==> src/include/fabric_params.svh <==
`ifndef FABRIC_PARAMS_SVH
`define FABRIC_PARAMS_SVH

// bus widths
`define BUS_AW 64
`define BUS_DW 64

// on-chip word RAM
`define RAM_BASE 32'h0000_1000
`define RAM_WORDS 3072

// SDRAM window, upper bound excluded
`define SDRAM_MIN 32'h8000_0000
`define SDRAM_MAX 32'h8080_0000

// halfword address width on the controller port
`define SDRAM_AW 22

// register addresses
`define KEY_ADDR 32'h1000_0000
`define UART_ADDR 32'h1000_0008

`endif

==> src/design/fabric_pkg.sv <==
`include "fabric_params.svh"

package fabric_pkg;

    // load/store kind as carried on bus_ls_type, stores use the low four
    typedef enum logic [2:0] {
        ls_lb  = 3'd0,
        ls_lh  = 3'd1,
        ls_lw  = 3'd2,
        ls_ld  = 3'd3,
        ls_lbu = 3'd4,
        ls_lhu = 3'd5,
        ls_lwu = 3'd6
    } ls_type_t;

    // decoded bus target
    typedef enum logic [2:0] {
        region_none  = 3'd0,
        region_ram   = 3'd1,
        region_sdram = 3'd2,
        region_key   = 3'd3,
        region_uart  = 3'd4
    } region_t;

    // raw value is already shifted down to bit 0
    function automatic logic [`BUS_DW-1:0] load_extend(input logic [`BUS_DW-1:0] raw,
                                                       input ls_type_t ls_type);
        logic [`BUS_DW-1:0] result;
        case (ls_type)
            ls_lb:   result = {{56{raw[7]}}, raw[7:0]};
            ls_lh:   result = {{48{raw[15]}}, raw[15:0]};
            ls_lw:   result = {{32{raw[31]}}, raw[31:0]};
            ls_lbu:  result = {56'd0, raw[7:0]};
            ls_lhu:  result = {48'd0, raw[15:0]};
            ls_lwu:  result = {32'd0, raw[31:0]};
            default: result = raw;
        endcase
        return result;
    endfunction

endpackage

==> src/design/address_decoder.sv <==
`timescale 1ns/1ps
`include "fabric_params.svh"

module address_decoder (
    input  logic [`BUS_AW-1:0] address,
    output fabric_pkg::region_t region
);
    import fabric_pkg::*;

    localparam logic [`BUS_AW-1:0] ram_lo = `BUS_AW'(`RAM_BASE);
    localparam logic [`BUS_AW-1:0] ram_hi = `BUS_AW'(`RAM_BASE + `RAM_WORDS * 4);
    localparam logic [`BUS_AW-1:0] sdram_lo = `BUS_AW'(`SDRAM_MIN);
    localparam logic [`BUS_AW-1:0] sdram_hi = `BUS_AW'(`SDRAM_MAX);

    always_comb begin
        region = region_none;
        if (address >= ram_lo && address < ram_hi) begin
            region = region_ram;
        end else if (address >= sdram_lo && address < sdram_hi) begin
            region = region_sdram;
        end else if (address == `BUS_AW'(`KEY_ADDR)) begin
            region = region_key;
        end else if (address == `BUS_AW'(`UART_ADDR)) begin
            region = region_uart;
        end
    end

endmodule

==> config.mk <==
export PLATFORM = sky130hd
export DESIGN_NAME = address_decoder
export DESIGN_NICKNAME = d
export VERILOG_FILES = /design/src/design/fabric_pkg.sv /design/src/design/address_decoder.sv
export VERILOG_INCLUDE_DIRS = /design/src /design/src/include
export SDC_FILE = /design/constraint.sdc
export NUM_CORES = 1
export LEC_CHECK = 0
export CORE_AREA = 5 5 42 44
export DETAILED_ROUTE_END_ITERATION = 16
export DIE_AREA = 0 0 47 49
export DONT_BUFFER_PORTS = 1
export PLACE_DENSITY = 0.36
export SYNTH_ARGS = -nofsm -noshare
export SYNTH_HDL_FRONTEND = slang
export SYNTH_SLANG_ARGS = --single-unit
==> constraint.sdc <==
create_clock -name vclk -period 3.15
set_input_delay 0.63 -clock vclk [all_inputs]
set_output_delay 0.63 -clock vclk [all_outputs]
set_load 0.01 [all_outputs]
Word-level counts from Yosys, hierarchy flattened
Index checks and enable logic that the tools add are counted.
Widths: inputs -> output; s select.
{"block": "word_totals", "register_bits": 0, "input_bits": 64, "out_inout_bits": 3, "word_cells": 12}
{"block": "classes", "n_lt_le_gt_ge": 4, "n_eq_ne": 2, "mux": 4, "n_reduce_logical": 2}
{"operator": "$eq 64x29->1 const B", "count": 2}
{"operator": "$ge 64x13->1 const B", "count": 1}
{"operator": "$ge 64x32->1 const B", "count": 1}
{"operator": "$lt 64x15->1 const B", "count": 1}
{"operator": "$lt 64x32->1 const B", "count": 1}
{"operator": "$mux 3", "count": 4}
{"operator": "$logic_and 1x1->1", "count": 2}

Longest topological paths before layout
{"block": "depth", "depth_word": 5, "ltp_mapped": 4, "depth_no_buf": 4}

Least setup slack after synthesis
OpenSTA, ideal clock, no wires.
{"block": "synth_timing", "path_type": "input-to-output", "startpoint": "input port address[0]", "endpoint": "output port region[1]", "t_arrival_ns": 2.093, "required_time_ns": 2.520, "path_slack_ns": 0.427, "cell_stages": 4, "n_path_buf": 0, "path_cell_list": "or4_1 > or4_1 > or3_1 > a21oi_1"}
{"block": "synth_between", "elab_chain_cells": 4, "word_cells_on_any_way": 10, "cone_classes": "4 x order compare; 1 x eq/ne; 3 x mux; 2 x reduce/logical"}
{"element": "start, declared", "line_no": "address_decoder.sv:5", "source": "input logic [`BUS_AW-1:0] address,"}
{"element": "$ge 64x32->1 (tied with other cells)", "line_no": "address_decoder.sv:19", "source": "end else if (address >= sdram_lo && address < sdram_hi) begin"}
{"element": "$logic_and 1x1->1 or $mux 3 (tied branches)", "line_no": "address_decoder.sv:19, address_decoder.sv:21"}
{"element": "$mux 3", "line_no": "address_decoder.sv:19"}
{"element": "$mux 3 (*)", "line_no": "address_decoder.sv:17", "source": "if (address >= ram_lo && address < ram_hi) begin"}
{"element": "end, declared", "line_no": "address_decoder.sv:6", "source": "output fabric_pkg::region_t region"}
Every way passes the cells marked *; elsewhere a longest branch is shown, timed or not.

Worst setup path after layout
Ends and elaborated chain as after synthesis.

==> results.py <==
metrics = {
    "run_status": {
        "status": "finished, final reports clean",
    },
    "yosys": {
        "yosys-top-cells-area": "nor4_1, or3_1, nand2_1, or4_1, nand4_1",
        "syn_area_per_cell_um2": 5.73,
        "yosysTopAreaCell": "nor4_1",
        "synth_fp_nets": 97,
        "ys_types": 11,
        "ys_seq_area_frac": 0,
        "syn_inst": 33,
        "netlist.area_leader.share": 0.397,
        "ys.warnings.count": 0,
        "synth_area_um2": 189,
    },
    "routing": {
        "vias": 319,
        "wl_per_cell_um": 19.6,
        "routed_wl_um": 961,
        "drt-initial-drc-count": 4,
        "final_antenna_net_count": 0,
        "drt_pass1_iterations": 4,
        "vias_per_cell": 6.51,
        "drc": 0,
    },
    "critical_path": {
        "critical_path_class": "in -> out",
        "crit_start": "address[0]",
        "cp-start-kind": "input pin",
        "crit_fanout": 2,
        "crit_end": "region[1]",
        "crit_arrival_ns": 2.17,
        "endpoint_kind": "primary output",
        "cp.required_ns": 2.52,
    },
    "clocking": {
        "cts_setup_buffers": 0,
        "cts_hold_buf": 0,
        "cts_resized": 0,
    },
    "cells_and_area": {
        "layout-drive-gt1-share": 0.0303,
        "fin_nets": 99,
        "syn2layout_area_growth_pct": 10.6,
        "regArea_um2": 0,
        "n_antenna_cell": 0,
        "seq_cells": 0,
        "fin_util": 0.149,
        "layout.cells.non_filler": 49,
        "nClkBuffers": 0,
    },
    "hold_path": {
        "worst_hold_path_type": "in -> out",
        "hold_start": "address[31]",
    },
    "timing": {
        "fmax_ghz": 0.357,
        "postLayoutSetupSlackWorst_ns": 0.352,
        "slew_headroom": 0.732,
        "tightest_slew_ns": 0.400,
        "finalSetupTns_ns": 0,
        "fin_crit_ns": 2.80,
        "hold_viol": 0,
        "slew_violations": 0,
        "post-route-period-util": 0.888,
        "rsz0062_at_grt": "false",
        "finalSetupViolCount": 0,
    },
    "placed_design": {
        "place_congestion": 0.609,
        "dpl_worst_slack_ns": 0.338,
        "port_buffers": 0,
        "numPlacedInstances": 49,
    },
    "grt": {
        "grt-ovfl-total": 0,
        "antenna_found_initial": 0,
        "grt.total_usage": 0.0660,
        "grt_pass1_vias": 331,
        "grt_first_pass_wirelength_um": 1230,
        "grt_max_degree": 4,
    },
    "run": {
        "cap_violations": 0,
    },
    "power_and_ir_drop": {
        "cellLeakagePower_nw": 0.0205,
        "ir_drop_mv": 0.00473,
        "p_per_area_mw_per_mm2": 28.7,
    },
    "die": {
        "row_count": 14,
        "dieArea_mm2": 0.00230,
        "die_w_um": 47,
        "die_h_um": 49,
        "io_pins": 67,
        "core_region_area_mm2": 0.00140,
        "start_util": 0.135,
    },
}
synthesized netlist by cell type:
cell and number:
nor4b_1 1, nand4_1 2, nor2_1 3, or4_1 2, nor4_1 12, or3_1 3, or3_2 1, a21oi_1 2
nand3_1 1, nor3_1 2, nand2_1 4
placed cells by master (no fill, tap or decap):
cell     instances
nor4b_1          1
nand4_1          2
nor3_1           2
nor2_1           3
nand3_1          1
nor4_1          12
or4_1            2
or3_1            3
a21oi_1          2
nand2_1          4
or3_2            1
per-layer routing:
metal / GRT usage / routed length (um) / up-vias
met5: 0 / 0 / -
met4: 0 / 0 / 0
met1: 0.0674 / 296 / 134
met2: 0.136 / 482 / 43
met3: 0.0111 / 181 / 0
li1: - / - / 142
how the worst min path moves through the flow:
stage / to / slack, ns / depth (start not counted)
2_1_floorplan: region[1] / 1.38 / 2
4_1_cts: region[1] / 1.40 / 2
3_5_place_dp: region[1] / 1.40 / 2
6_report: region[1] / 1.39 / 2
3_3_place_gp: region[1] / 1.40 / 2
5_1_grt: region[1] / 1.41 / 2
cells by family (layout without fill, tap and decap cells):
| logic type | Yosys count | in the layout | synth area share |
|---|---|---|---|
| AO/OA/AOI/OAI | 2 | 2 | 0.0530 |
| AND/OR/NAND/NOR | 31 | 31 | 0.947 |
worst max-delay path, cell delays in order:
cell     delay (ns)
or4_1          0.53
or4_1          0.40
or3_1          0.34
a21oi_1        0.27
power breakdown:
group          internal [W]  switching (W)
logic            0.00000360     0.00000239
registers                 0              0
clock network             0              0
through the flow:
step | total power [W] | hold WS [ns] | area (um2)
after floorplan | 0.00000522 | 1.38 | 189
after global placement | 0.00000587 | 1.40 | 209
after detailed placement | 0.00000613 | 1.40 | 209
after CTS | 0.00000616 | 1.40 | 209
after global routing | 0.00000707 | 1.41 | 209
final | 0.00000600 | 1.39 | 209
area by class of cell:
| type | count | area, um2 |
|---|---|---|
| fill | 167 | 1190 |
| multi-input combinational | 33 | 189 |
| tap | 16 | 20.0 |
No activity file was read; power rests on OpenSTA's default activity.
