## config.mk

```make
export PLATFORM = sky130hd
export DESIGN_NAME = mmio_regs
export DESIGN_NICKNAME = d
export VERILOG_FILES = /design/src/design/fabric_pkg.sv /design/src/design/mmio_regs.sv
export VERILOG_INCLUDE_DIRS = /design/src /design/src/include
export SDC_FILE = /design/constraint.sdc
export NUM_CORES = 1
export LEC_CHECK = 0
export BUFFER_PORTS_ARGS = -buffer_cell sky130_fd_sc_hd__buf_4
export CELL_PAD_IN_SITES_DETAIL_PLACEMENT = 1
export CELL_PAD_IN_SITES_GLOBAL_PLACEMENT = 1
export CORE_UTILIZATION = 23
export CTS_CLUSTER_DIAMETER = 60
export DETAILED_ROUTE_END_ITERATION = 8
export MAX_ROUTING_LAYER = met4
export PLACE_DENSITY_LB_ADDON = 0.1
export SLEW_MARGIN = 25
export SYNTH_ARGS = -nofsm -noshare
export SYNTH_HDL_FRONTEND = slang
export SYNTH_SLANG_ARGS = --single-unit
```

## constraint.sdc

```tcl
create_clock -name CLOCK_50 -period 1.2 [get_ports CLOCK_50]
set_clock_uncertainty 0.2 [all_clocks]
set_input_delay 0.12 -clock CLOCK_50 [delete_from_list [all_inputs] [get_ports CLOCK_50]]
set_output_delay 0.12 -clock CLOCK_50 [all_outputs]
set_load 0.005 [all_outputs]
```

## src/include/fabric_params.svh

```systemverilog
`ifndef FABRIC_PARAMS_SVH
`define FABRIC_PARAMS_SVH

// bus widths
`define BUS_AW 64
`define BUS_DW 64

// on-chip word RAM
`define RAM_BASE 32'h0000_1000
`define RAM_WORDS 3072

// SDRAM window, upper bound excluded
`define SDRAM_MIN 32'h8000_0000
`define SDRAM_MAX 32'h8080_0000

// halfword address width on the controller port
`define SDRAM_AW 22

// register addresses
`define KEY_ADDR 32'h1000_0000
`define UART_ADDR 32'h1000_0008

`endif

```

## src/design/fabric_pkg.sv

```systemverilog
`include "fabric_params.svh"

package fabric_pkg;

    // load/store kind as carried on bus_ls_type, stores use the low four
    typedef enum logic [2:0] {
        ls_lb  = 3'd0,
        ls_lh  = 3'd1,
        ls_lw  = 3'd2,
        ls_ld  = 3'd3,
        ls_lbu = 3'd4,
        ls_lhu = 3'd5,
        ls_lwu = 3'd6
    } ls_type_t;

    // decoded bus target
    typedef enum logic [2:0] {
        region_none  = 3'd0,
        region_ram   = 3'd1,
        region_sdram = 3'd2,
        region_key   = 3'd3,
        region_uart  = 3'd4
    } region_t;

    // raw value is already shifted down to bit 0
    function automatic logic [`BUS_DW-1:0] load_extend(input logic [`BUS_DW-1:0] raw,
                                                       input ls_type_t ls_type);
        logic [`BUS_DW-1:0] result;
        case (ls_type)
            ls_lb:   result = {{56{raw[7]}}, raw[7:0]};
            ls_lh:   result = {{48{raw[15]}}, raw[15:0]};
            ls_lw:   result = {{32{raw[31]}}, raw[31:0]};
            ls_lbu:  result = {56'd0, raw[7:0]};
            ls_lhu:  result = {48'd0, raw[15:0]};
            ls_lwu:  result = {32'd0, raw[31:0]};
            default: result = raw;
        endcase
        return result;
    endfunction

endpackage

```

## src/design/mmio_regs.sv

```systemverilog
`timescale 1ns/1ps
`include "fabric_params.svh"

module mmio_regs (
    input  logic                CLOCK_50,
    input  logic                KEY0,
    input  logic                start,
    input  logic                write,
    input  fabric_pkg::region_t region,
    input  logic [`BUS_DW-1:0]  write_data,
    input  logic [7:0]          key_ascii,
    input  logic                key_pressed,
    input  logic                interrupt_ack,
    output logic                ack,
    output logic [`BUS_DW-1:0]  read_data,
    output logic                uart_write,
    output logic [7:0]          uart_data,
    output logic                interrupt_vector
);
    import fabric_pkg::*;

    logic [7:0] key_code;

    always_ff @(posedge CLOCK_50 or negedge KEY0) begin
        if (!KEY0) begin
            ack <= 1'b0;
            uart_write <= 1'b0;
            interrupt_vector <= 1'b0;
            key_code <= 8'd0;
        end else begin
            ack <= start;
            uart_write <= start && write && region == region_uart;
            if (key_pressed) begin
                key_code <= key_ascii;
            end
            // ack wins over a key in the same cycle
            if (interrupt_ack) begin
                interrupt_vector <= 1'b0;
            end else if (key_pressed && key_ascii != 8'd0) begin
                interrupt_vector <= 1'b1;
            end
        end
    end

    always_ff @(posedge CLOCK_50) begin
        if (start && write && region == region_uart) begin
            uart_data <= write_data[7:0];
        end
        if (start && !write) begin
            read_data <= (region == region_key) ? {56'd0, key_code} : '0;
        end
    end

endmodule

```

=== Word-level counts from Yosys, hierarchy flattened ===
Index checks and enable logic that the tools add are counted.

* Register bits: 83

* Eq/ne operators: 2
* Multiplexer cells: 2
* Reduce and logical (&&, ||, !) cells: 7

{| class="wikitable"
|+ Operator list
! cell !! count
|-
| nonzero test 8 bit || 1
|-
| logical AND 1 bit || 4
|-
| equality test 3 x 2 -> 1 bit, second input constant || 1
|-
| equality test 3 bit, second input constant || 1
|-
| two-way mux 1 bit || 2
|-
| nonzero test 2 bit || 1
|-
| zero test 1 bit || 1
|}

=== Depth between registers and ports, before layout ===
* Depth after elaboration: 4
* Mapped depth: 3

=== Least setup slack after synthesis ===
Ideal clock, no wire load.

* Path kind: in2reg
* Start point: input region[0]
* End point: register uart_data[0] (enable)
* Setup time: 0.374 ns
* Arrival time: 0.671 ns
* Data required time: 0.626 ns
* Slack: -0.044 ns
* Cell stages on the path: 2
* Path buffers: 0
* Cell sequence: nand4b_1 -> nor2_1

* Cells in the longest elaborated chain, start to end: 2

{| class="wikitable"
|+ RTL lines
! element !! RTL line !! text
|-
| start, declared || mmio_regs.sv:9 || <nowiki>input fabric_pkg::region_t region,</nowiki>
|-
| equality test 3 bit || mmio_regs.sv:46 || <nowiki>if (start && write && region == region_uart) begin</nowiki>
|-
| logical AND 1 bit || mmio_regs.sv:46 ||
|-
| end signal, assigned || mmio_regs.sv:47 || <nowiki>uart_data <= write_data[7:0];</nowiki>
|-
| end, declared || mmio_regs.sv:17 || <nowiki>output logic [7:0] uart_data,</nowiki>
|}

No other way between the ends.
A chain may end at the register's enable or synchronous reset.

=== Final worst setup path ===
* Start point: register uart_data[6]
* End point: output uart_data[6]

No word-level cell between the ends.

==> results.sh <==
export IMPL_status="complete, but fails checks"
export IMPL_failed_checks="hold timing"
export IMPL_grt_pass1_vias=882
export IMPL_die_y_um=79.57
export IMPL_fillers=637
export IMPL_path_delay_family="flip-flops"
export IMPL_use_met2_pct=16.32
export IMPL_synthTopCellsByArea="edfxtp_1 35%, buf_4 30%, dfrtp_1 20%, mux2_2 6.5%, and2_1 3.6%"
export IMPL_seq_area_um2=755.7
export IMPL_synth_top_cell_area_share_pct=34.72
export IMPL_synth_cell_area_um2=1384
export IMPL_synth_area_leader_cell="edfxtp_1"
export IMPL_ff2ff_setup_slack_ns=0.23
export IMPL_cts_buffers=3
export IMPL_first_iter_violations=15
export IMPL_setup_violations_final=0
export IMPL_grtUsageTotal_pct=9.043
export IMPL_whs_path_depth=3
export IMPL_avgSynthCellArea_um2=12.47
export IMPL_dpl_instance_area_um2=1618
export IMPL_rows=27
export IMPL_cts_root_buf="clkbuf_8"
export IMPL_syn_inst=111
export IMPL_period_needed_ns=1.135
export IMPL_min_period_over_period_pct=94.62
export IMPL_die_area_um2=6331
export IMPL_clock_latency_ns=0.27
export IMPL_p_leak_nw=0.8699
export IMPL_grt_pass1_wl_um=4181
export IMPL_yosysWarnings=0
export IMPL_port_buffers=43
export IMPL_final_area_um2=1844
export IMPL_avgViaCountPerCell=3.378
export IMPL_critPathLaunchType="register"
export IMPL_max_vdd_ir_drop_uv=340.8
export IMPL_gr_usage_met1_pct=9.304
export IMPL_final_layout_size_suffix_gt1_share_pct=34.64
export IMPL_drv_slew=0
export IMPL_ys_seq_elements=27
export IMPL_finish_utilization_pct=32.69
export IMPL_finalHoldViolations=3
export IMPL_path_buf_inv=1
export IMPL_required_ns=0.88
export IMPL_cts_setup_buffers=0
export IMPL_cts_tree="done"
export IMPL_overflow=0
export IMPL_numClockSinks=27
export IMPL_ys_types=16
export IMPL_antenna_cells=0
export IMPL_cap_violations=0
export IMPL_whs_ns=-0.03817
export IMPL_ant_nets=0
export IMPL_wl_per_cell_um=11.14
export IMPL_slowest_stage="edfxtp_1"
export IMPL_path_max_fanout=1
export IMPL_hold_path_startpoint="region[1]"
export IMPL_top_usage_layer="met2"
export IMPL_r2r_start="key_code[3]"
export IMPL_cts_buffer_depth=2
export IMPL_die_w_um=79.57
export IMPL_multiInputGateArea_um2=407.9
export IMPL_gr_usage_met3_pct=2.514
export IMPL_rr_endpoint="read_data[3]"
export IMPL_antenna_found_initial=0
export IMPL_path_class="register to output port"
export IMPL_grt_max_degree=16
export IMPL_pin_count=156
export IMPL_power_density_nw_per_um2=988.6
export IMPL_fin_nets=261
export IMPL_crit_arrival_ns=0.82
export IMPL_cp_depth=1
export IMPL_cpPeakStageDelay_ns=0.40
export IMPL_r2r_cells=1
export IMPL_cts_htree_levels=1
export IMPL_path_cells="buf_4"
export IMPL_start_util_pct=24.53
export IMPL_gp_congestion=0.6318
export IMPL_ctsHoldBuffers=19
export IMPL_vias=848
export IMPL_dp_hpwl_um=2235
export IMPL_drt_total_wl_um=2796
export IMPL_clkTransAtPathRegs_ns=0.09
export IMPL_max_freq_mhz=880.7
export IMPL_drt_pass1_iter_count=3
export IMPL_seq_area_frac_synth_pct=54.61
export IMPL_end_kind="output port"
export IMPL_min_path_type="input pin to register"
export IMPL_rsz0062_at_grt="false"
export IMPL_design_core_area_um2=5642
export IMPL_area_growth_syn_to_layout_pct=33.27
export IMPL_whs_endpoint="uart_write"
export IMPL_drc=0
## registers in the layout, indices dropped and copies added, names as in the netlist
signal	count
key_code	8
read_data	8
uart_data	8
ack	1
interrupt_vector	1
uart_write	1
## layout make-up
type / instances / share of cell area [%]
clock buffers: 3 / 2.239
clock inverters: 1 / 0.2714
inverters: 1 / 0.2035
multi-input cells: 81 / 22.12
flip-flops and latches: 27 / 40.98
well taps: 72 / 4.885
repair buffers: 66 / 29.31
## worst max-delay path by stage
stage	startpoint	to	slack, ns
after CTS	key_ascii[4]	key_code[4]	0.02
final	uart_data[6]	uart_data[6]	0.06
after global placement	key_ascii[1]	interrupt_vector	-0.11
after detailed placement	key_ascii[5]	interrupt_vector	-0.12
after global routing	interrupt_vector	interrupt_vector	0.02
after floorplan	key_ascii[5]	interrupt_vector	0.06
## cell families (layout without fill, tap and decap cells)
group                  count (synthesis)  in the layout  synth area share, %
AOI/OAI and AO/OA                      2              2               0.7226
other                                  1             56               0.2710
buffers and inverters                 58             71                31.01
muxes                                  8              8                6.510
DFF                                   27             27                54.61
and+or+nand+nor                       15             15                6.872
## power by group
group | switching, mW | internal, mW | total, mW
registers | 0.0188 | 1.03 | 1.05
logic | 0.119 | 0.151 | 0.270
clock network | 0.268 | 0.232 | 0.500
## layer usage
layer / up-vias / part of all wire (%)
li1: 389 / -
met1: 390 / 37
met2: 67 / 51
met3: 2 / 11
met4: 0 / 0.64
met5: - / 0
## cell usage after synthesis (all sizes together)
| cell type | instances |
|---|---|
| nand4b | 1 |
| inv | 1 |
| dfrtp | 11 |
| o21ai | 1 |
| and2 | 8 |
| conb | 1 |
| or4 | 2 |
| edfxtp | 16 |
| buf | 57 |
| nor2b | 1 |
| mux2 | 8 |
| nand2 | 1 |
| a21oi | 1 |
| nor2 | 2 |
## metrics by stage
step / power, mW / instances / hold slack [ns] / setup TNS, ns / worst slack (ns)
after global placement: 1.286 / 229 / -0.2324 / -0.1122 / -0.1122
after floorplan: 1.293 / 166 / -0.3756 / 0 / 0.06052
after detailed placement: 1.295 / 229 / -0.2319 / -0.1202 / -0.1202
after global routing: 1.930 / 251 / -0.03787 / 0 / 0.01622
after CTS: 1.860 / 252 / -0.04887 / 0 / 0.01545
final: 1.823 / 251 / -0.03817 / 0 / 0.06454
## tightest hold or removal path, stage by stage
cell and delay (ns):
buf_4 0.09, nor2_2 0.04, buf_4 0.14
## cell usage in the layout, fill, tap and decap left out
cell type	instances
conb_1	56
buf_4	48
dlygate4sd3_1	18
edfxtp_1	16
dfrtp_1	11
and2_1	8
mux2_2	8
clkbuf_8	3
nand4b_1	1
nor2_2	1
nor2b_1	1
nand2_1	1
nor2_1	1
inv_1	1
or4_1	1
or4_4	1
o21ai_1	1
a21oi_1	1
clkinv_2	1
## repair_timing
action | CTS | global route
resized for setup | 0 | 0
hold endpoints to repair | 30 | 2
setup endpoints to repair | 0 | 1
No activity file was read; power rests on OpenSTA's default activity.
