[config.mk]
export PLATFORM = sky130hd
export DESIGN_NAME = bus_control
export DESIGN_NICKNAME = d
export VERILOG_FILES = /design/src/design/fabric_pkg.sv /design/src/design/bus_control.sv
export VERILOG_INCLUDE_DIRS = /design/src /design/src/include
export SDC_FILE = /design/constraint.sdc
export NUM_CORES = 1
export LEC_CHECK = 0
export ABC_AREA = 1
export BUFFER_PORTS_ARGS = -buffer_cell sky130_fd_sc_hd__buf_2
export CAP_MARGIN = 20
export CORE_AREA = 4 4 103 105
export CTS_CLUSTER_DIAMETER = 40
export DETAILED_ROUTE_END_ITERATION = 7
export DIE_AREA = 0 0 107 109
export PLACE_DENSITY = 0.75
export SYNTH_ARGS = -nofsm -noshare
export SYNTH_HDL_FRONTEND = slang
export SYNTH_SLANG_ARGS = --single-unit
[constraint.sdc]
create_clock -name CLOCK_50 -period 3.1 [get_ports CLOCK_50]
set_input_delay 0.31 -clock CLOCK_50 [delete_from_list [all_inputs] [get_ports CLOCK_50]]
set_output_delay 0.31 -clock CLOCK_50 [all_outputs]
set_load 0.02 [all_outputs]
[src/include/fabric_params.svh]
`ifndef FABRIC_PARAMS_SVH
`define FABRIC_PARAMS_SVH

// bus widths
`define BUS_AW 64
`define BUS_DW 64

// on-chip word RAM
`define RAM_BASE 32'h0000_1000
`define RAM_WORDS 3072

// SDRAM window, upper bound excluded
`define SDRAM_MIN 32'h8000_0000
`define SDRAM_MAX 32'h8080_0000

// halfword address width on the controller port
`define SDRAM_AW 22

// register addresses
`define KEY_ADDR 32'h1000_0000
`define UART_ADDR 32'h1000_0008

`endif

[src/design/fabric_pkg.sv]
`include "fabric_params.svh"

package fabric_pkg;

    // load/store kind as carried on bus_ls_type, stores use the low four
    typedef enum logic [2:0] {
        ls_lb  = 3'd0,
        ls_lh  = 3'd1,
        ls_lw  = 3'd2,
        ls_ld  = 3'd3,
        ls_lbu = 3'd4,
        ls_lhu = 3'd5,
        ls_lwu = 3'd6
    } ls_type_t;

    // decoded bus target
    typedef enum logic [2:0] {
        region_none  = 3'd0,
        region_ram   = 3'd1,
        region_sdram = 3'd2,
        region_key   = 3'd3,
        region_uart  = 3'd4
    } region_t;

    // raw value is already shifted down to bit 0
    function automatic logic [`BUS_DW-1:0] load_extend(input logic [`BUS_DW-1:0] raw,
                                                       input ls_type_t ls_type);
        logic [`BUS_DW-1:0] result;
        case (ls_type)
            ls_lb:   result = {{56{raw[7]}}, raw[7:0]};
            ls_lh:   result = {{48{raw[15]}}, raw[15:0]};
            ls_lw:   result = {{32{raw[31]}}, raw[31:0]};
            ls_lbu:  result = {56'd0, raw[7:0]};
            ls_lhu:  result = {48'd0, raw[15:0]};
            ls_lwu:  result = {32'd0, raw[31:0]};
            default: result = raw;
        endcase
        return result;
    endfunction

endpackage

[src/design/bus_control.sv]
`timescale 1ns/1ps
`include "fabric_params.svh"

module bus_control (
    input  logic                CLOCK_50,
    input  logic                KEY0,
    input  logic                bus_read_enable,
    input  logic                bus_write_enable,
    input  fabric_pkg::region_t region,
    input  logic                ram_ack,
    input  logic [`BUS_DW-1:0]  ram_rdata,
    input  logic                sdram_ack,
    input  logic [`BUS_DW-1:0]  sdram_rdata,
    input  logic                mmio_ack,
    input  logic [`BUS_DW-1:0]  mmio_rdata,
    output logic                bus_read_done,
    output logic                bus_write_done,
    output logic [`BUS_DW-1:0]  bus_read_data,
    output logic                ram_start,
    output logic                sdram_start,
    output logic                mmio_start,
    output logic                access_write
);
    import fabric_pkg::*;

    logic busy;
    logic none_ack;
    logic any_ack;
    logic read_pending;
    logic write_pending;
    logic serve;

    // a transfer is served once the enable has dropped
    assign read_pending = !bus_read_enable && !bus_read_done;
    assign write_pending = !bus_write_enable && !bus_write_done;
    assign serve = (read_pending || write_pending) && !busy;
    assign any_ack = ram_ack || sdram_ack || mmio_ack || none_ack;

    always_ff @(posedge CLOCK_50 or negedge KEY0) begin
        if (!KEY0) begin
            bus_read_done <= 1'b1;
            bus_write_done <= 1'b1;
            busy <= 1'b0;
            none_ack <= 1'b0;
            ram_start <= 1'b0;
            sdram_start <= 1'b0;
            mmio_start <= 1'b0;
            access_write <= 1'b0;
        end else begin
            ram_start <= 1'b0;
            sdram_start <= 1'b0;
            mmio_start <= 1'b0;
            none_ack <= 1'b0;
            if (bus_read_enable) begin
                bus_read_done <= 1'b0;
            end
            if (bus_write_enable) begin
                bus_write_done <= 1'b0;
            end
            if (serve) begin
                busy <= 1'b1;
                access_write <= !read_pending;
                case (region)
                    region_ram:   ram_start <= 1'b1;
                    region_sdram: sdram_start <= 1'b1;
                    region_key,
                    region_uart:  mmio_start <= 1'b1;
                    // unmapped, answer right away
                    default:      none_ack <= 1'b1;
                endcase
            end
            if (any_ack) begin
                busy <= 1'b0;
                if (access_write) begin
                    bus_write_done <= 1'b1;
                end else begin
                    bus_read_done <= 1'b1;
                end
            end
        end
    end

    always_ff @(posedge CLOCK_50) begin
        if (any_ack && !access_write) begin
            if (ram_ack) begin
                bus_read_data <= ram_rdata;
            end else if (sdram_ack) begin
                bus_read_data <= sdram_rdata;
            end else if (mmio_ack) begin
                bus_read_data <= mmio_rdata;
            end else begin
                bus_read_data <= '0;
            end
        end
    end

    assert property (@(posedge CLOCK_50) disable iff (!KEY0)
        !(bus_read_enable && bus_write_enable))
        else $error("bus_control: read and write enable both high");

    // targets only answer a start that was issued
    assert property (@(posedge CLOCK_50) disable iff (!KEY0) any_ack |-> busy)
        else $error("bus_control: ack without a pending access");

endmodule

---- Yosys cells after proc, flatten, opt, wreduce, memory -nomap -nowiden ----
Cells that the tools add are included.
operators by class
  $add $sub $neg .......................... 0
  multipliers ............................. 0
  divide/modulo/power cells ............... 0
  magnitude comparators ................... 0
  equal/unequal tests ..................... 4
  shift operators ......................... 0
  mux-type cells .......................... 19
  bitwise logic cells ..................... 0
  reductions and logical operators ........ 18
operator list
  operator                                                         count
  64-bit two-way mux                                               3
  1-bit two-way mux                                                16
  1-bit zero test                                                  7
  3-bit by 2-bit == test with 1-bit output, second input constant  2
  1-bit logical AND                                                4
  1-bit logical OR                                                 4
  4-bit OR reduction                                               1
  3-bit by 1-bit == test with 1-bit output, second input constant  1
  3-bit == test, second input constant                             1
  2-bit nonzero test                                               1
  2-bit OR reduction                                               1
word-level totals
  flip-flop bits (word level) ............. 72
  latch bits .............................. 0
  bits in writable memories ............... 0
  ROM bits ................................ 0
  bits of input ports ..................... 202
  output and inout port bits .............. 70
  word-level logic and storage cells ...... 50
  memories kept ........................... 0

---- Logic depth before layout (Yosys ltp) ----
  word-level depth ........................ 6
  depth in mapped cells ................... 6

---- Least setup slack after synthesis ----
Ideal clock, no wire load.
  kind .................................... input -> register
  from .................................... input ram_ack
  to ...................................... register bus_read_data[0] (enable)
  arrival ................................. 1.920 ns
  slack ................................... 0.762 ns
  stages .................................. 5
  cells stage by stage .................... inv_1 buf_2 nand3_1 nand2_1 inv_1
between the ends
  cells in the longest elaborated chain, start to end .. 4
ends and longest elaborated chain
  what                            RTL line           text
  from (decl)                     bus_control.sv:10  input logic ram_ack,
  1-bit logical OR (3 in series)  bus_control.sv:37  assign any_ack = ram_ack || sdram_ack || mmio_ack || none_ack;
  1-bit logical AND               bus_control.sv:84  if (any_ack && !access_write) begin
  to (signal assigned)            bus_control.sv:86  bus_read_data <= ram_rdata;
  to (signal assigned)            bus_control.sv:88  bus_read_data <= sdram_rdata;
  to (signal assigned)            bus_control.sv:90  bus_read_data <= mmio_rdata;
  to (decl)                       bus_control.sv:18  output logic [`BUS_DW-1:0] bus_read_data,
Every way passes these cells.
A chain may end at the register's enable or synchronous reset.

---- Final worst setup path ----
  from .................................... input sdram_ack
  to ...................................... register bus_read_data[51] (enable)
between the ends
  cells in the longest elaborated chain, start to end .. 4
ends and longest elaborated chain
  what                            RTL line           text
  from (decl)                     bus_control.sv:12  input logic sdram_ack,
  1-bit logical OR (3 in series)  bus_control.sv:37
  1-bit logical AND               bus_control.sv:84
Every way passes these cells.

==> flow_metrics.tcl <==
set metrics [dict create \
    grt_usage_pct 18.8 \
    setup_viol 0 \
    drv_cap 0 \
    cp-start-kind "input port" \
    sequentialPowerShare_pct 46.2 \
    ys_seq_elements 72 \
    io_pins 272 \
    p_clk_share_pct 18.4 \
    cts_buffers 9 \
    min_from "bus_write_enable" \
    leakage_uw 0.00244 \
    antenna_left 0 \
    crit_fanout 37 \
    htreeDepth 3 \
    endpoint_kind "register" \
    syn_avg_cell_area_um2 9.01 \
    regToRegEndpoint "bus_read_data[51]" \
    drt-initial-drc-count 279 \
    postLayoutCellArea_um2 5160 \
    cts_tree "done" \
    fmax_mhz 589 \
    synth.area.top_cells "edfxtp_1 54%, a21oi_1 18%, nand2_1 7.8%" \
    synth_top_area_share_pct 53.8 \
    place_inst 779 \
    worst_pin_slew_ns 0.673 \
    peakVddDrop_mv 0.377 \
    synth_fp_nets 598 \
    crit_path_top_delay_cell "buf_2" \
    routed_wl_mm 11.8 \
    holdWs_ns 0.141 \
    die_h_um 109 \
    place_congestion 0.807 \
    combinationalPowerShare_pct 35.3 \
    r2r_start "none_ack" \
    crit_type "input port to register" \
    synth_area_um2 3570 \
    diodes 0 \
    yosysUniqueCellTypes 14 \
    n_fill_cell 941 \
    drive_gt1_share_pct 44.5 \
    cts_hold_buf 1 \
    slowest_delay_ns 0.52 \
    grt_pass1_wl_mm 17.2 \
    yosys.area.top_type "edfxtp_1" \
    ys_seq_area_share_pct 59.5 \
    rsz0062_at_grt "false" \
    overflow 0 \
    cp.arrival_ns 1.67 \
    cts_resized 0 \
    status "finished, final reports clean" \
    fin_ws_ns 1.40 \
    slew_headroom_pct 55.1 \
    holdPathStages 2 \
    clk_pin_slew_ns 0.07 \
    cts_root_buf "clkbuf_8" \
    r2r_setup_slack_ns 1.68 \
    clock_latency_ns 0.33 \
    intPower_uw 2090 \
    worstPathRequired_ns 3.07 \
    cts_sinks 72 \
    drc 0 \
    postCtsSetupRepairBufs 0 \
    stdcell_count 796 \
    hold_viol_final 0 \
    dp_hpwl_mm 9.02 \
    area_delta_synth_final_pct 44.5 \
    finalCritPeriodShare_pct 54.8 \
    grt_pass1_vias 3714 \
    yosysWarnings 0 \
    switching_power_uw 1210 \
    first_pass_iters 7 \
    tns_ns 0 \
    worst_hold_path_type "input port to register" \
    die_w_um 107 \
    fin_skew_ns 0.00925 \
    slew_viol_final 0 \
    sw_frac_of_total_pct 36.6 \
    period_needed_ns 1.70 \
    nNetsFinal 860 \
    wl_per_cell_um 14.8 \
    rows 36 \
    synth_cells 396 \
    core_um2 9640 \
    rr_worst_depth 5 \
    port_buffers 271 \
    post_dp_cell_area_um2 4990 \
    cts_buffer_depth 2 \
    antenna_found_initial 0 \
    viasPerCell 4.93 \
    grt_start_max_net_pins 65 \
    place_ws_ns 1.04 \
    hold_path_end "bus_write_done" \
    cp_cell_sequence "buf_2 > nor2_1 > nand3_1 > nand2_1 > inv_2 > buf_4" \
    vias 3924 \
    die-area_um2 11700 \
    p_per_area_nw_per_um2 640 \
    start_util_pct 37.0 \
]
logic make-up after synthesis:
group           Yosys count  share of synthesized area [%]
simple gates            152                           16.5
compound gates          131                           18.4
buf+inv                  41                           5.61
flops                    72                           59.5
placed cells by master, fill, tap and decap left out:
cell type        n
buf_2          271
a21oi_1        128
nand2_1         74
nor2_1          69
edfxtp_1        64
inv_1           12
clkbuf_8         9
nand3_1          7
dfrtp_1          6
buf_4            6
o21ai_0          3
clkbuf_1         3
clkinv_2         3
inv_2            2
dfstp_2          2
nor2_4           1
and2_1           1
clkinvlp_4       1
dlygate4sd3_1    1
cell usage after synthesis:
master	number
o21ai_0	3
nand3_1	7
nor2_4	1
dfrtp_1	6
edfxtp_1	64
a21oi_1	128
buf_2	16
dfstp_2	2
inv_1	14
nor2_1	69
clkbuf_1	4
and2_1	1
buf_4	7
nand2_1	74
metal layers:
metal	routed length, um	GRT usage (%)	share of wire, %
met4	370	8.04	3.1
met5	0	0	0
met3	1250	6.10	11
met1	4280	20.4	36
met2	5890	33.6	50
worst max-delay path by stage:
stage               startpoint                end  slack (ns)  cells past startpoint
floorplan              ram_ack   bus_read_data[0]        0.76                      5
global placement     sdram_ack  bus_read_data[33]        1.15                      6
detailed placement   sdram_ack  bus_read_data[43]        1.04                      6
CTS                  sdram_ack  bus_read_data[39]        1.40                      6
global route         sdram_ack  bus_read_data[33]        1.29                      6
finish               sdram_ack  bus_read_data[51]        1.40                      6
per-stage QoR:
stage	total power, uW	utilization (%)
4_1_cts	3350	53.5
6_report	3300	53.5
3_3_place_gp	2700	51.8
2_1_floorplan	2220	-
3_5_place_dp	2730	51.8
5_1_grt	3500	53.5
worst max-delay path: cells and delay by family:
| family | cells | cell delay [ns] |
|---|---|---|
| buf+inv | 3 | 0.97 |
| simple gates | 3 | 0.35 |
registers in the layout, summed over array words and instances, names as in the netlist:
signal and count:
access_write 1, sdram_start 1, mmio_start 1, bus_read_data 64, ram_start 1, bus_write_done 1, busy 1, none_ack 1
bus_read_done 1
power by group through the flow:
stage                     clock network [uW]  logic, uW  registers, uW
after floorplan                            0        302           1920
after global placement                     0       1160           1540
after detailed placement                   0       1190           1550
after CTS                                634       1190           1530
after global routing                     687       1260           1550
final                                    608       1170           1530
cell type report:
| class | count | area (um^2) | area share, % |
|---|---|---|---|
| timing repair buffer | 278 | 1410 | 27.4 |
| inverter | 14 | 52.6 | 1.02 |
| clock inverter | 4 | 22.5 | 0.437 |
| clock buffer | 12 | 135 | 2.62 |
| multi-input combinational | 283 | 1240 | 24.1 |
| sequential | 72 | 2120 | 41.2 |
| tap | 133 | 166 | 3.23 |
Note: power is estimated with default switching activity, not from simulation.
