`src/include/fabric_params.svh`:
```
`ifndef FABRIC_PARAMS_SVH
`define FABRIC_PARAMS_SVH

// bus widths
`define BUS_AW 64
`define BUS_DW 64

// on-chip word RAM
`define RAM_BASE 32'h0000_1000
`define RAM_WORDS 3072

// SDRAM window, upper bound excluded
`define SDRAM_MIN 32'h8000_0000
`define SDRAM_MAX 32'h8080_0000

// halfword address width on the controller port
`define SDRAM_AW 22

// register addresses
`define KEY_ADDR 32'h1000_0000
`define UART_ADDR 32'h1000_0008

`endif

```
`src/design/fabric_pkg.sv`:
```
`include "fabric_params.svh"

package fabric_pkg;

    // load/store kind as carried on bus_ls_type, stores use the low four
    typedef enum logic [2:0] {
        ls_lb  = 3'd0,
        ls_lh  = 3'd1,
        ls_lw  = 3'd2,
        ls_ld  = 3'd3,
        ls_lbu = 3'd4,
        ls_lhu = 3'd5,
        ls_lwu = 3'd6
    } ls_type_t;

    // decoded bus target
    typedef enum logic [2:0] {
        region_none  = 3'd0,
        region_ram   = 3'd1,
        region_sdram = 3'd2,
        region_key   = 3'd3,
        region_uart  = 3'd4
    } region_t;

    // raw value is already shifted down to bit 0
    function automatic logic [`BUS_DW-1:0] load_extend(input logic [`BUS_DW-1:0] raw,
                                                       input ls_type_t ls_type);
        logic [`BUS_DW-1:0] result;
        case (ls_type)
            ls_lb:   result = {{56{raw[7]}}, raw[7:0]};
            ls_lh:   result = {{48{raw[15]}}, raw[15:0]};
            ls_lw:   result = {{32{raw[31]}}, raw[31:0]};
            ls_lbu:  result = {56'd0, raw[7:0]};
            ls_lhu:  result = {48'd0, raw[15:0]};
            ls_lwu:  result = {32'd0, raw[31:0]};
            default: result = raw;
        endcase
        return result;
    endfunction

endpackage

```
`src/design/sdram_bridge.sv`:
```
`timescale 1ns/1ps
`include "fabric_params.svh"

module sdram_bridge (
    input  logic                 CLOCK_50,
    input  logic                 KEY0,
    input  logic                 start,
    input  logic                 write,
    input  logic [`BUS_AW-1:0]   address,
    input  fabric_pkg::ls_type_t ls_type,
    input  logic [`BUS_DW-1:0]   write_data,
    input  logic [15:0]          sdram_rddata,
    input  logic                 sdram_req_wait,
    output logic                 ack,
    output logic [`BUS_DW-1:0]   read_data,
    output logic [`SDRAM_AW-1:0] sdram_addr,
    output logic [15:0]          sdram_wrdata,
    output logic [1:0]           sdram_byte_en,
    output logic                 sdram_read_en,
    output logic                 sdram_write_en
);
    import fabric_pkg::*;

    localparam int addr_w = `SDRAM_AW;

    logic [1:0] size;
    logic [1:0] beat;
    logic [1:0] last_beat;
    logic busy;
    logic beat_done;
    logic [`BUS_DW-1:0] read_buf;
    logic [`BUS_DW-1:0] assembled;

    // 1, 2 or 4 beats
    assign size = ls_type[1:0];
    assign last_beat = (size == 2'd3) ? 2'd3 : {1'b0, size == 2'd2};
    assign busy = sdram_read_en || sdram_write_en;
    assign beat_done = busy && !sdram_req_wait;

    // beat address and lanes follow the beat counter
    assign sdram_addr = address[addr_w:1] + addr_w'(beat);
    assign sdram_byte_en = (size == 2'd0) ? (address[0] ? 2'b10 : 2'b01) : 2'b11;
    assign sdram_wrdata = (size == 2'd0) ? {2{write_data[7:0]}}
                                         : write_data[{beat, 4'b0000} +: 16];

    // current beat merged into the halfwords read so far
    always_comb begin
        assembled = read_buf;
        assembled[{beat, 4'b0000} +: 16] = sdram_rddata;
    end

    always_ff @(posedge CLOCK_50 or negedge KEY0) begin
        if (!KEY0) begin
            sdram_read_en <= 1'b0;
            sdram_write_en <= 1'b0;
            beat <= 2'd0;
            ack <= 1'b0;
        end else begin
            ack <= 1'b0;
            if (start) begin
                sdram_read_en <= !write;
                sdram_write_en <= write;
            end else if (beat_done) begin
                if (beat == last_beat) begin
                    sdram_read_en <= 1'b0;
                    sdram_write_en <= 1'b0;
                    beat <= 2'd0;
                    ack <= 1'b1;
                end else begin
                    beat <= beat + 2'd1;
                end
            end
        end
    end

    always_ff @(posedge CLOCK_50) begin
        if (beat_done && sdram_read_en) begin
            read_buf <= assembled;
            if (beat == last_beat) begin
                // odd byte sits in the upper lane
                read_data <= load_extend(assembled >> {address[0], 3'b000}, ls_type);
            end
        end
    end

    assert property (@(posedge CLOCK_50) disable iff (!KEY0) start |-> !busy)
        else $error("sdram_bridge: start during a transfer");

endmodule

```
`config.mk`:
```
export PLATFORM = sky130hd
export DESIGN_NAME = sdram_bridge
export DESIGN_NICKNAME = d
export VERILOG_FILES = /design/src/design/fabric_pkg.sv /design/src/design/sdram_bridge.sv
export VERILOG_INCLUDE_DIRS = /design/src /design/src/include
export SDC_FILE = /design/constraint.sdc
export NUM_CORES = 1
export LEC_CHECK = 0
export ABC_CLOCK_PERIOD_IN_PS = 7200
export BUFFER_PORTS_ARGS = -buffer_cell sky130_fd_sc_hd__clkbuf_2
export CORE_MARGIN = 2
export CORE_UTILIZATION = 40
export DETAILED_ROUTE_END_ITERATION = 8
export HOLD_SLACK_MARGIN = 0.08
export MAX_ROUTING_LAYER = met4
export PLACE_DENSITY = 0.66
export SYNTH_ARGS = -nofsm -noshare
export SYNTH_HDL_FRONTEND = slang
export SYNTH_SLANG_ARGS = --single-unit
```
`constraint.sdc`:
```
create_clock -name CLOCK_50 -period 7.2 [get_ports CLOCK_50]
set_input_delay 1.08 -clock CLOCK_50 [delete_from_list [all_inputs] [get_ports CLOCK_50]]
set_output_delay 1.08 -clock CLOCK_50 [all_outputs]
set_load 0.05 [all_outputs]
```
# Word-level counts from Yosys, hierarchy flattened
# Index checks and enable logic that the tools add are counted.
word_totals:
  wordCells: 48
  ff_bits: 133
classes:
  mux: 14
  n_eq_ne: 8
  bitwise: 1
  n_addsub: 3
  reduce_logical: 12
  shift: 4
op_table:
  columns: ["operator", "n"]
  rows:
  - ["one-hot mux 64 bit (6 select lines)", 1]
  - ["bitwise mux 64 bit", 1]
  - ["variable shift 16 x 8 -> 64 bit, first input constant", 1]
  - ["variable part select 16 x 8 -> 64 bit", 1]
  - ["variable part select 64 x 7 -> 16 bit", 1]
  - ["right shift 64 x 4 -> 64 bit", 1]
  - ["adder 22 x 2 -> 22 bit", 1]
  - ["2-to-1 mux 16 bit", 1]
  - ["equality test 3 bit, second input constant", 3]
  - ["2-to-1 mux 2 bit", 4]
  - ["negator 6 -> 8 bit", 1]
  - ["2-to-1 mux 1 bit", 7]
  - ["AND reduction 2 bit", 3]
  - ["equality test 2 bit, second input constant", 2]
  - ["nonzero test 2 bit", 2]
  - ["equality test 3 x 1 -> 1 bit, second input constant", 1]
  - ["equality test 3 x 2 -> 1 bit, second input constant", 1]
  - ["logical NOT 3 bit", 1]
  - ["adder 2 x 1 -> 2 bit, second input constant", 1]
  - ["equality test 2 bit", 1]
  - ["logical AND 1 bit", 2]
  - ["logical NOT 1 bit", 2]
  - ["logical NOT 2 bit", 1]
  - ["logical OR 1 bit", 1]
  - ["inverter 1 bit", 1]

# Depth between registers and ports, before layout
# Gate-level depths: netlist (run 1).
logic_depth:
  ltp_word: 6
  ltp_mapped: 13
  depth_no_buf: 7

# Least setup slack after synthesis (run 1)
# Ideal clock, no wire load.
synth_timing:
  kind: "in2reg"
  startpoint: "in ls_type[0]"
  endpoint: "reg read_data[0], enable pin"
  path_slack_ps: 270
  stages: 4
  required_ps: 6621
  arrival_ps: 6351
  cell_sequence: "clkbuf_1 -> xnor2_1 -> a31oi_1 -> nor3b_1"
synth_between:
  elab_chain_cells: 4
synth_rtl:
  columns: ["element", "line", "source"]
  rows:
  - ["start, declared", "sdram_bridge.sv:10", "input fabric_pkg::ls_type_t ls_type,"]
  - ["equality test 2 bit", "sdram_bridge.sv:36", "assign last_beat = (size == 2'd3) ? 2'd3 : {1'b0, size == 2'd2};"]
  - ["2-to-1 mux 2 bit *", "sdram_bridge.sv:36", null]
  - ["equality test 2 bit *", "sdram_bridge.sv:79", "if (beat == last_beat) begin"]
  - ["AND reduction 2 bit (no source line) *", null, null]
  - ["end signal, assigned", "sdram_bridge.sv:81", "read_data <= load_extend(assembled >> {address[0], 3'b000}, ls_type);"]
  - ["end, declared", "sdram_bridge.sv:15", "output logic [`BUS_DW-1:0] read_data,"]
# Every way passes the cells marked *; elsewhere a longest branch is shown, timed or not.
# A chain may end at the register's enable or synchronous reset.

# Worst setup path in the final report (run 1)
layout_timing:
  startpoint: "reg beat[0]"
  endpoint: "out sdram_addr[12]"
layout_between:
  elab_chain_cells: 1
layout_rtl:
  columns: ["element", "line", "source"]
  rows:
  - ["start, declared", "sdram_bridge.sv:27", "logic [1:0] beat;"]
  - ["start signal, assigned", "sdram_bridge.sv:70", "beat <= beat + 2'd1;"]
  - ["adder 22 x 2 -> 22 bit", "sdram_bridge.sv:41", "assign sdram_addr = address[addr_w:1] + addr_w'(beat);"]
  - ["end, declared", "sdram_bridge.sv:16", "output logic [`SDRAM_AW-1:0] sdram_addr,"]
# No other way between the ends.

==> results of run 1 <==
synthesized netlist by cell type (2+ instances only):
cell | instances | area (sq um)
edfxtp_1 | 128 | 3840
nand2_1 | 76 | 285
inv_1 | 46 | 173
a22oi_1 | 37 | 278
nand4_1 | 37 | 231
o21ai_0 | 29 | 145
o22ai_1 | 29 | 181
clkbuf_1 | 27 | 101
nor2_1 | 22 | 82.6
mux2_2 | 19 | 214
xnor2_1 | 19 | 166
nand3_1 | 18 | 90.1
a21oi_1 | 14 | 70.1
o211ai_1 | 14 | 105
buf_2 | 13 | 65.1
nor2b_1 | 13 | 81.3
and3_1 | 12 | 75.1
a22o_1 | 10 | 87.6
buf_6 | 9 | 101
a31oi_1 | 7 | 43.8
a32o_1 | 7 | 70.1
ha_1 | 7 | 87.6
a31o_2 | 6 | 52.6
mux4_2 | 6 | 135
buf_1 | 5 | 18.8
dfrtp_1 | 5 | 125
buf_4 | 4 | 30.0
nand2b_1 | 4 | 25.0
nor3_1 | 4 | 20.0
and2_1 | 3 | 18.8
and4_1 | 3 | 26.3
mux4_1 | 2 | 52.6
nand3b_1 | 2 | 15.0
nor3b_1 | 2 | 15.0
o22ai_2 | 2 | 25.0
o311ai_0 | 2 | 17.5
or2_2 | 2 | 12.5
or3b_2 | 2 | 17.5
xor2_1 | 2 | 17.5
worst max path at each step:
stage	endpoint	slack [ns]	cells past startpoint
after CTS	sdram_addr[12]	2.93	9
final	sdram_addr[12]	2.98	9
after floorplan	read_data[0]	0.27	4
after global placement	sdram_addr[21]	3.11	7
after global routing	sdram_addr[12]	2.73	9
after detailed placement	sdram_addr[12]	3.12	9
sequential cells by signal, summed over array words and instances, names as in the netlist:
register	count
sdram_write_en	1
ack	1
read_data	64
read_buf	64
sdram_read_en	1
beat	2
worst max-delay path: stages, from the launching register on:
cell and delay [ns]:
dfrtp_1 0.35, buf_4 0.43, ha_1 0.26, inv_1 0.05, fa_1 0.39, and3b_1 0.28
and3_1 0.32, nand2_1 0.10, xnor2_1 0.21, clkbuf_2 0.32
layer usage:
metal	up-vias	track usage, %	wire (microns)
met5	-	-	0
met4	0	7.44	432
met3	33	5.37	1680
met2	268	32.0	9370
met1	2867	28.0	8570
li1	2921	-	-
per-stage QoR:
stage / hold WS (ns) / worst slack [ns]
6_report: 0.467 / 2.98
5_1_grt: 0.460 / 2.73
4_1_cts: 0.458 / 2.93
3_5_place_dp: 0.563 / 3.12
3_3_place_gp: 0.559 / 3.11
2_1_floorplan: 0.543 / 0.270
area by class of cell:
cell class                      count  area (sq um)  area share, %
Sequential cell                   133          3970           43.6
Multi-Input combinational cell    433          3000           32.9
Timing Repair Buffer              224          1140           12.5
Clock buffer                       18           429           4.71
Tap cell                          229           287           3.15
Inverter                           47           176           1.94
Clock inverter                     11           114           1.25
cell usage in the layout (no fill, tap or decap), drive strengths merged, types with 2 or more instances in the layout:
cell and n:
nor2 23, o211ai 14, o21ai 30, xnor2 19, mux4 8, clkinvlp 3, a22o 10, nor3b 2
inv 47, or2 2, mux2 19, nand3b 2, nand2 76, a22oi 37, and4 3, nor2b 13
ha 7, or3b 2, xor2 2, a21oi 14, dfrtp 5, edfxtp 128, buf 7, a32o 7
a31o 6, nor3 4, o311ai 2, bufinv 2, a31oi 7, and3 12, nand4 37, or4b 2
nand3 18, o22ai 32, and2 3, clkbuf 235, nand2b 4, clkinv 6
power by group through the flow:
stage / logic [mW] / registers, mW / clock network, mW
after floorplan: 1.01 / 1.21 / 0
after global placement: 1.44 / 1.08 / 0
after detailed placement: 1.45 / 1.08 / 0
after CTS: 1.46 / 1.06 / 0.821
after global routing: 1.57 / 1.07 / 0.855
final: 1.45 / 1.06 / 0.812
cell families after synthesis:
group / Yosys count / synth area share [%]
compound gates: 168 / 16.2
xor+xnor: 21 / 2.47
fa+ha+maj: 8 / 1.45
buf+inv: 105 / 6.63
flops: 133 / 53.3
mux: 28 / 5.53
simple gates: 208 / 14.4
==> reports/metrics.sh, run 1 <==
CP_DATA_REQUIRED_TIME_NS=6.12
SETUP.WORST_PATH.CLASS='flip-flop to output pin'
GRT_MAX_DEGREE=65
SYNTHESIS_STAGE_REGISTER_BIT_COUNT=133
PATH_MAX_FANOUT=43
IOPINCOUNT=259
P_SWITCHING_mW=1.36
POWER.INTERNAL_mW=1.97
SLEW_VIOLATIONS=0
NUMCTSBUFFERS=17
FINAL_NETS=1016
CLK_PIN_SLEW_NS=0.05
CLOCK_TREE_FROM_TRITONCTS='yes'
SUMMED_AREA_OF_NON_FILLER_CELLS_IN_THE_FINAL_LAYOUT_SQ_UM=9110
AVGVIACOUNTPERCELL=5.56
YS_TYPES=61
TOTAL_OF_FILL_CELLS_IN_THE_FINISHED_DESIGN=1622
FINALPOWER_mW=3.33
SETUP_VIOL_COUNT_FINAL=0
SYNTH_NETS=831
CTS_RESIZED=0
ROUTE.DETAILED.WL_PER_INST_MICRONS=18.3
PLACED_CELLS_INCL_TAPS=1066
POWER.COMBINATIONAL.FRACTION_PCT=43.7
POST_SYNTHESIS_INSTANCE_TOTAL=671
POWER-PER-CELL-AREA_nW_PER_UM2=365
NUMBER_OF_ANTENNA_VIOLATIONS_AT_THE_FIRST_CHECK_IN_GLOBAL_ROUTING=0
START_UTIL_PCT=41.1
ANTENNA_CELLS_INSERTED=0
ROUTE.FINAL.WIRE_LENGTH_MICRONS=20100
CLK-INSERTION-DELAY-LATE_NS=0.42
FINALCRITPERIODSHARE_PCT=58.6
CTS_HOLD_BUFFERS=0
FIRST_PASS_GRT_WIRE_LENGTH_MICRONS=31400
MAX_CAP_VIOLATIONS=0
LAYOUT-DRIVE-GT1-SHARE_PCT=34.5
IO_BUFFERS=217
GRT_PASS1_VIAS=5790
SYNTHFLOPTYPE='edfxtp_1'
FLOORPLAN.DIE.HEIGHT_MICRONS=140
DRTANTENNAVIOLNETS=0
DRC=0
ARRIVAL_NS=3.14
POST-ROUTE-MIN-PERIOD_NS=4.22
SYN_AREA_PER_CELL_SQ_UM=11.1
SYNTHESIS.AREA_SQ_UM=7440
P_LEAK_nW=3.79
TIMING.CRITICAL_PATH.FROM_TYPE='flip-flop'
DIE_AREA_SQ_UM=19700
YOSYS_WARNINGS=0
R2R_START='beat[0]'
DIE-WIDTH_MICRONS=140
FF2FF_PATH_DEPTH=6
CTS.HTREE.LEVELS=4
ROWS=49
HPWLAFTERDP_MICRONS=14000
CTS_NUM_SINKS=133
MAX-VDD-IR-DROP_mV=0.247
CTS-ROOT-TO-SINK-BUFFERS=2
MAX_SLEW.WORST_PIN.SLEW_NS=1.13
SYNTH_ASYNC_SR_FLOP_SHARE_PCT=3.76
SYNTH_EDF_COUNT=128
AREA_GROWTH_PCT=22.5
FINAL_CORE_UTILIZATION_PCT=50.4
WORST_CLOCK_SKEW_NS=0.00691
GRT_OVERFLOW_TOTAL=0
RELATIVE_SLEW_SLACK_PCT=24.9
TOTAL_NEGATIVE_SLACK_FOR_SETUP_CHECKS_NS=0
FINAL_NUMBER_OF_HOLD_VIOLATING_ENDPOINTS=0
VIAS=6089
POWER.SHARE.SWITCHING_PCT=40.7
FF2FF_SETUP_SLACK_NS=3.59
HOLDCRITPATHCLASS='input port to async pin'
MAXCLOCKFREQUENCY_MHz=237
GRT_SETUP_UNREPAIRED='no'
OUTCOME='completed'
LAYOUT.CELLS.NON_FILLER=1095
PLACE.GP.CONGESTION=0.876
DRT_FIRST_PASS_ITERS=7
CRIT-REG2REG-CAPTURE='read_data[35]'
SEQ_POWER_SHARE_PCT=31.9
DETAIL_ROUTE.ITER0.VIOLATIONS=541
CRITICAL_PATH.STARTPOINT='beat[0]'
FLOORPLAN.CORE_AREA_SQ_UM=18100
TRACK_USAGE_PCT=21.2
DPL-INSTANCE-AREA_SQ_UM=8570
TIMING.CRITICAL_PATH.TO_TYPE='output pin'
POST-CTS-SETUP-BUFFERS=0
SYNTH.YOSYS.SEQ_AREA_SHARE_PCT=53.3
CLOCK_POWER_SHARE_PCT=24.4
CTSROOTBUFFERMASTER='clkbuf_16'
Power figures use the tool's default switching activity.
==> run 2, diff against run 1 <==
--- a/config.mk
+++ b/config.mk
@@ -6,14 +6,15 @@
 export SDC_FILE = /design/constraint.sdc
 export NUM_CORES = 1
 export LEC_CHECK = 0
-export ABC_CLOCK_PERIOD_IN_PS = 7200
+export ABC_AREA = 1
+export ABC_CLOCK_PERIOD_IN_PS = 3400
 export BUFFER_PORTS_ARGS = -buffer_cell sky130_fd_sc_hd__clkbuf_2
 export CORE_MARGIN = 2
 export CORE_UTILIZATION = 40
 export DETAILED_ROUTE_END_ITERATION = 8
 export HOLD_SLACK_MARGIN = 0.08
 export MAX_ROUTING_LAYER = met4
-export PLACE_DENSITY = 0.66
+export PLACE_DENSITY = 0.69
 export SYNTH_ARGS = -nofsm -noshare
 export SYNTH_HDL_FRONTEND = slang
 export SYNTH_SLANG_ARGS = --single-unit
==> constraint.sdc (replaced) <==
create_clock -name CLOCK_50 -period 3.4 [get_ports CLOCK_50]
set_input_delay 0.51 -clock CLOCK_50 [delete_from_list [all_inputs] [get_ports CLOCK_50]]
set_output_delay 0.51 -clock CLOCK_50 [all_outputs]
set_load 0.05 [all_outputs]
==> run 2 against run 1 <==
Power rose by 120%. Clock power rose by 130%. Via count rose by 18%. Count of clock-buffer cells in the layout fell by 1. Non-clock buffer count rose by 14. Die area rose by 2.2%. Register-to-register slack got worse by 3.2 ns. Sequential share of layout area fell by 2.3 points. Combinational power rose by 120%. Hold slack got worse by 0.15 ns. Global-route usage rose by 1.8 points. Largest power group unchanged.
==> reports/metrics.sh, run 2 <==
OUTCOME='completed'  # unchanged
SYNTH_COMPOUND_AREA_SHARE_PCT=7.17  # was 16.2%
CRIT_PATH_CELL_TRACE='clkinvlp_4, fa_1, nor2_4, nand3_1, or2_2, nand2_1, clkbuf_2'  # was buf_4, ha_1, inv_1, fa_1, and3b_1, and3_1, nand2_1, xnor2_1, clkbuf_2
SUMMED_AREA_OF_NON_FILLER_CELLS_IN_THE_FINAL_LAYOUT_SQ_UM=9610  # was 9110 sq um
POST_SYNTHESIS_CELL_TYPE_WITH_THE_LARGEST_COMBINED_AREA='edfxtp_1'  # unchanged
SYNTH.TOP_CELLS.BY_AREA='edfxtp_1, nand2_1, nand3_1'  # was edfxtp_1, nand2_1, a22oi_1
DIE-WIDTH_MICRONS=142  # was 140 microns
TRACK_USAGE_PCT=23.1  # was 21.2%
CTSROOTBUFFERMASTER='clkbuf_16'  # unchanged
FF2FF_SETUP_SLACK_NS=0.40  # was 3.59 ns
TOP_REGS='read_buf x64, read_data x64, beat x2'  # unchanged
TIMING.CRITICAL_PATH.SLOWEST_STAGE_CELL='fa_1'  # was buf_4
POST_SYNTHESIS_INSTANCE_TOTAL=924  # was 671
ANTENNA_CELLS_INSERTED=0  # unchanged
SYNTH-XOR-AREA-SHARE_PCT=1.84  # was 2.47%
FINAL_NETS=1292  # was 1016
FLOORPLAN.DIE.HEIGHT_MICRONS=142  # was 140 microns
SYNTHFLOPTYPE='edfxtp_1'  # unchanged
PLACE.GP.CONGESTION=0.912  # was 0.876
AVGVIACOUNTPERCELL=5.21  # was 5.56
LAYOUT.CELLS.MOST_COMMON='nand2_1'  # was clkbuf_2
GRT_PASS1_VIAS=7001  # was 5790
CRIT-REG2REG-CAPTURE='read_data[33]'  # was read_data[35]
START_UTIL_PCT=40.7  # was 41.1%
SYN_AREA_PER_CELL_SQ_UM=8.23  # was 11.1 sq um
SYNTH.YOSYS.SEQ_AREA_SHARE_PCT=52.2  # was 53.3%
VIAS=7184  # was 6089
HP-START='write'
FLOORPLAN.CORE_AREA_SQ_UM=18700  # was 18100 sq um
ROWS=50  # was 49
MULTIPLEXER_SHARE_OF_THE_SYNTHESIZED_AREA_PCT=0  # was 5.53%
PATH_MAX_FANOUT=6  # was 43
YOSYSMOSTFREQUENTCELL='nand2_1'  # was edfxtp_1
SYNTHESIS.AREA_SQ_UM=7610  # was 7440 sq um
FINALCRITPERIODSHARE_PCT=92.4
COMMONEST_NON_FILL_NON_TAP_CELLS_IN_THE_LAYOUT='nand2_1, clkbuf_2, edfxtp_1'  # was clkbuf_2, edfxtp_1, nand2_1
LAYOUT-DRIVE-GT1-SHARE_PCT=25.2  # was 34.5%
SYNTH_SIMPLE_GATE_AREA_SHARE_PCT=30.2  # was 14.4%
DETAIL_ROUTE.ITER0.VIOLATIONS=708  # was 541
SYNTH_TOP_CELL_AREA_SHARE_PCT=50.5  # was 51.7%
SETUP_VIOL_COUNT_FINAL=0  # unchanged
WORST_CLOCK_SKEW_NS=0.0109  # was 0.00691 ns
HOLD_WS_NS=0.318  # was 0.467 ns
DIE_AREA_SQ_UM=20100  # was 19700 sq um
TIMING.CRITICAL_PATH.FROM_TYPE='flip-flop'  # unchanged
MAX_CAP_VIOLATIONS=0  # unchanged
CTS-ROOT-TO-SINK-BUFFERS=2  # unchanged
WORST_PATH_LARGEST_CELL_DELAY_NS=0.52  # was 0.43 ns
IOPINCOUNT=259  # unchanged
TOTAL_OF_FILL_CELLS_IN_THE_FINISHED_DESIGN=1726  # was 1622
YOSYS_WARNINGS=0  # unchanged
AREA_GROWTH_PCT=26.3  # was 22.5%
FF2FF_PATH_DEPTH=8  # was 6
CTS_NUM_SINKS=133  # unchanged
DRC=0  # unchanged
TOTAL_NEGATIVE_SLACK_FOR_SETUP_CHECKS_NS=0  # unchanged
SYNTH_NETS=1084  # was 831
WORST_HOLD_PATH_STAGE_COUNT=3
GRT_MAX_DEGREE=65  # unchanged
ROUTE.DETAILED.WL_PER_INST_MICRONS=16.1  # was 18.3 microns
FINALPOWER_mW=7.31  # was 3.33 mW
GRT_SETUP_UNREPAIRED='no'  # unchanged
R2R_START='beat[1]'  # was beat[0]
CP_DATA_REQUIRED_TIME_NS=2.89  # was 6.12 ns
DRTANTENNAVIOLNETS=0  # unchanged
RELATIVE_SLEW_SLACK_PCT=54.2  # was 24.9%
HPWLAFTERDP_MICRONS=16100  # was 14000 microns
GRT_OVERFLOW_TOTAL=0  # unchanged
ARRIVAL_NS=2.63  # was 3.14 ns
IO_BUFFERS=217  # unchanged
AREA.SEQUENTIAL_SQ_UM=3970  # unchanged
DPL-INSTANCE-AREA_SQ_UM=8980  # was 8570 sq um
POST-ROUTE-MIN-PERIOD_NS=3.14
HOLDCRITPATHCLASS='input port to flip-flop'  # was input port to async pin
DRT_FIRST_PASS_ITERS=5  # was 7
SYNTH.TOP_CELLS.BY_COUNT='nand2_1, edfxtp_1, nand3_1'  # was edfxtp_1, nand2_1, inv_1
CLOCK_TREE_FROM_TRITONCTS='yes'  # unchanged
CLK_PIN_SLEW_NS=0.06  # was 0.05 ns
NUMBER_OF_ANTENNA_VIOLATIONS_AT_THE_FIRST_CHECK_IN_GLOBAL_ROUTING=0  # unchanged
MULTI_INPUT_AREA_SQ_UM=3120  # was 3000 sq um
CLK-INSERTION-DELAY-LATE_NS=0.42  # about the same
SYNTH_AREA_IN_ADDERS_PCT=1.41  # was 1.45%
SYNTH_ASYNC_SR_FLOP_SHARE_PCT=3.76  # unchanged
MAX-VDD-IR-DROP_mV=0.367  # was 0.247 mV
FINAL_NUMBER_OF_HOLD_VIOLATING_ENDPOINTS=0  # unchanged
SLEW_VIOLATIONS=0  # unchanged
WORST_HOLD_PATH.ENDPOINT='sdram_write_en'
MAX_SLEW.WORST_PIN.SLEW_NS=0.685  # was 1.13 ns
SYNTH_TOP_FAMILY_BY_AREA='simple AND/OR/NAND/NOR gates'  # was compound AO/OA/AOI/OAI gates
SYNTHESIS_STAGE_REGISTER_BIT_COUNT=133  # unchanged
FIRST_PASS_GRT_WIRE_LENGTH_MICRONS=35500  # was 31400 microns
SETUP.WORST_PATH.CLASS='flip-flop to output pin'  # unchanged
CTS.HTREE.LEVELS=4  # unchanged
POWER-PER-CELL-AREA_nW_PER_UM2=761  # was 365 nW/um^2
LAYOUT.CELLS.NON_FILLER=1379  # was 1095
PLACED_CELLS_INCL_TAPS=1346  # was 1066
NUMCTSBUFFERS=17  # unchanged
SYNTH_EDF_COUNT=128  # unchanged
ROUTE.FINAL.WIRE_LENGTH_MICRONS=22200  # was 20100 microns
TIMING.CRITICAL_PATH.TO_TYPE='output pin'  # unchanged
MAXCLOCKFREQUENCY_MHz=318
P_LEAK_nW=4.52  # was 3.79 nW
YS_TYPES=37  # was 61
==> run 2: through the flow <==
stage | setup WS, ns | utilization [%]
after detailed placement | 0.329 | 48.0
after global routing | 0.0718 | 51.4
after CTS | 0.0513 | 51.3
after global placement | 0.484 | 48.0
final | 0.260 | 51.4
after floorplan | 0.130 | -
==> run 2: final cells by class <==
class                      count  area share, %
sequential                   133           41.3
multi-input combinational    661           32.4
timing repair buffer         238           13.7
clock buffer                  17           4.43
inverter                      81           3.20
tap                          234           3.05
clock inverter                15           1.84
==> run 2: worst max-delay path by stage <==
| stage | from | endpoint | slack [ns] | cells past startpoint |
|---|---|---|---|---|
| after floorplan | ls_type[1] | read_data[0] | 0.13 | 7 |
| after global placement | beat[1] | read_data[42] | 0.48 | 11 |
| after detailed placement | beat[1] | read_data[58] | 0.33 | 8 |
| after CTS | beat[1] | sdram_addr[16] | 0.05 | 7 |
| after global routing | beat[1] | sdram_addr[20] | 0.07 | 8 |
| final | beat[1] | sdram_addr[16] | 0.26 | 7 |
==> run 2: kinds of logic (layout without fill, tap and decap cells) <==
| logic type | count (synthesis) | in the layout |
|---|---|---|
| AOI/OAI and AO/OA | 104 | 104 |
| xor gates and xnor gates | 16 | 16 |
| adders and majority gates | 8 | 8 |
| buffers and inverters | 130 | 351 |
| DFF | 133 | 133 |
| and+or+nand+nor | 533 | 533 |
==> run 2: per-layer routing <==
layer,up-vias,routed length [microns],track usage [%]
met5,-,0,-
met4,0,629,7.89
met3,49,1740,4.83
met2,324,10500,36.9
met1,3298,9340,29.3
li1,3513,-,-
==> run 2: critical path: cells and delay by family, from the launching register on <==
family / cells / cell delay [ns]
fa+ha+maj: 1 / 0.52
buf+inv: 2 / 0.50
simple gates: 4 / 0.67
flops: 1 / 0.51
==> run 2: timing repair <==
item                       4_1_cts  5_1_grt
gates resized for setup          0        3
hold endpoints to repair         5        0
setup buffers                    0        0
hold buffers                     1        0
setup endpoints to repair        0        4
==> run 2: power breakdown <==
group	switching [mW]	total [mW]	internal (mW)	leakage, nW
clock	0.731	1.89	1.16	0.294
sequential	0.0709	2.25	2.18	1.26
combinational	2.37	3.16	0.795	2.97
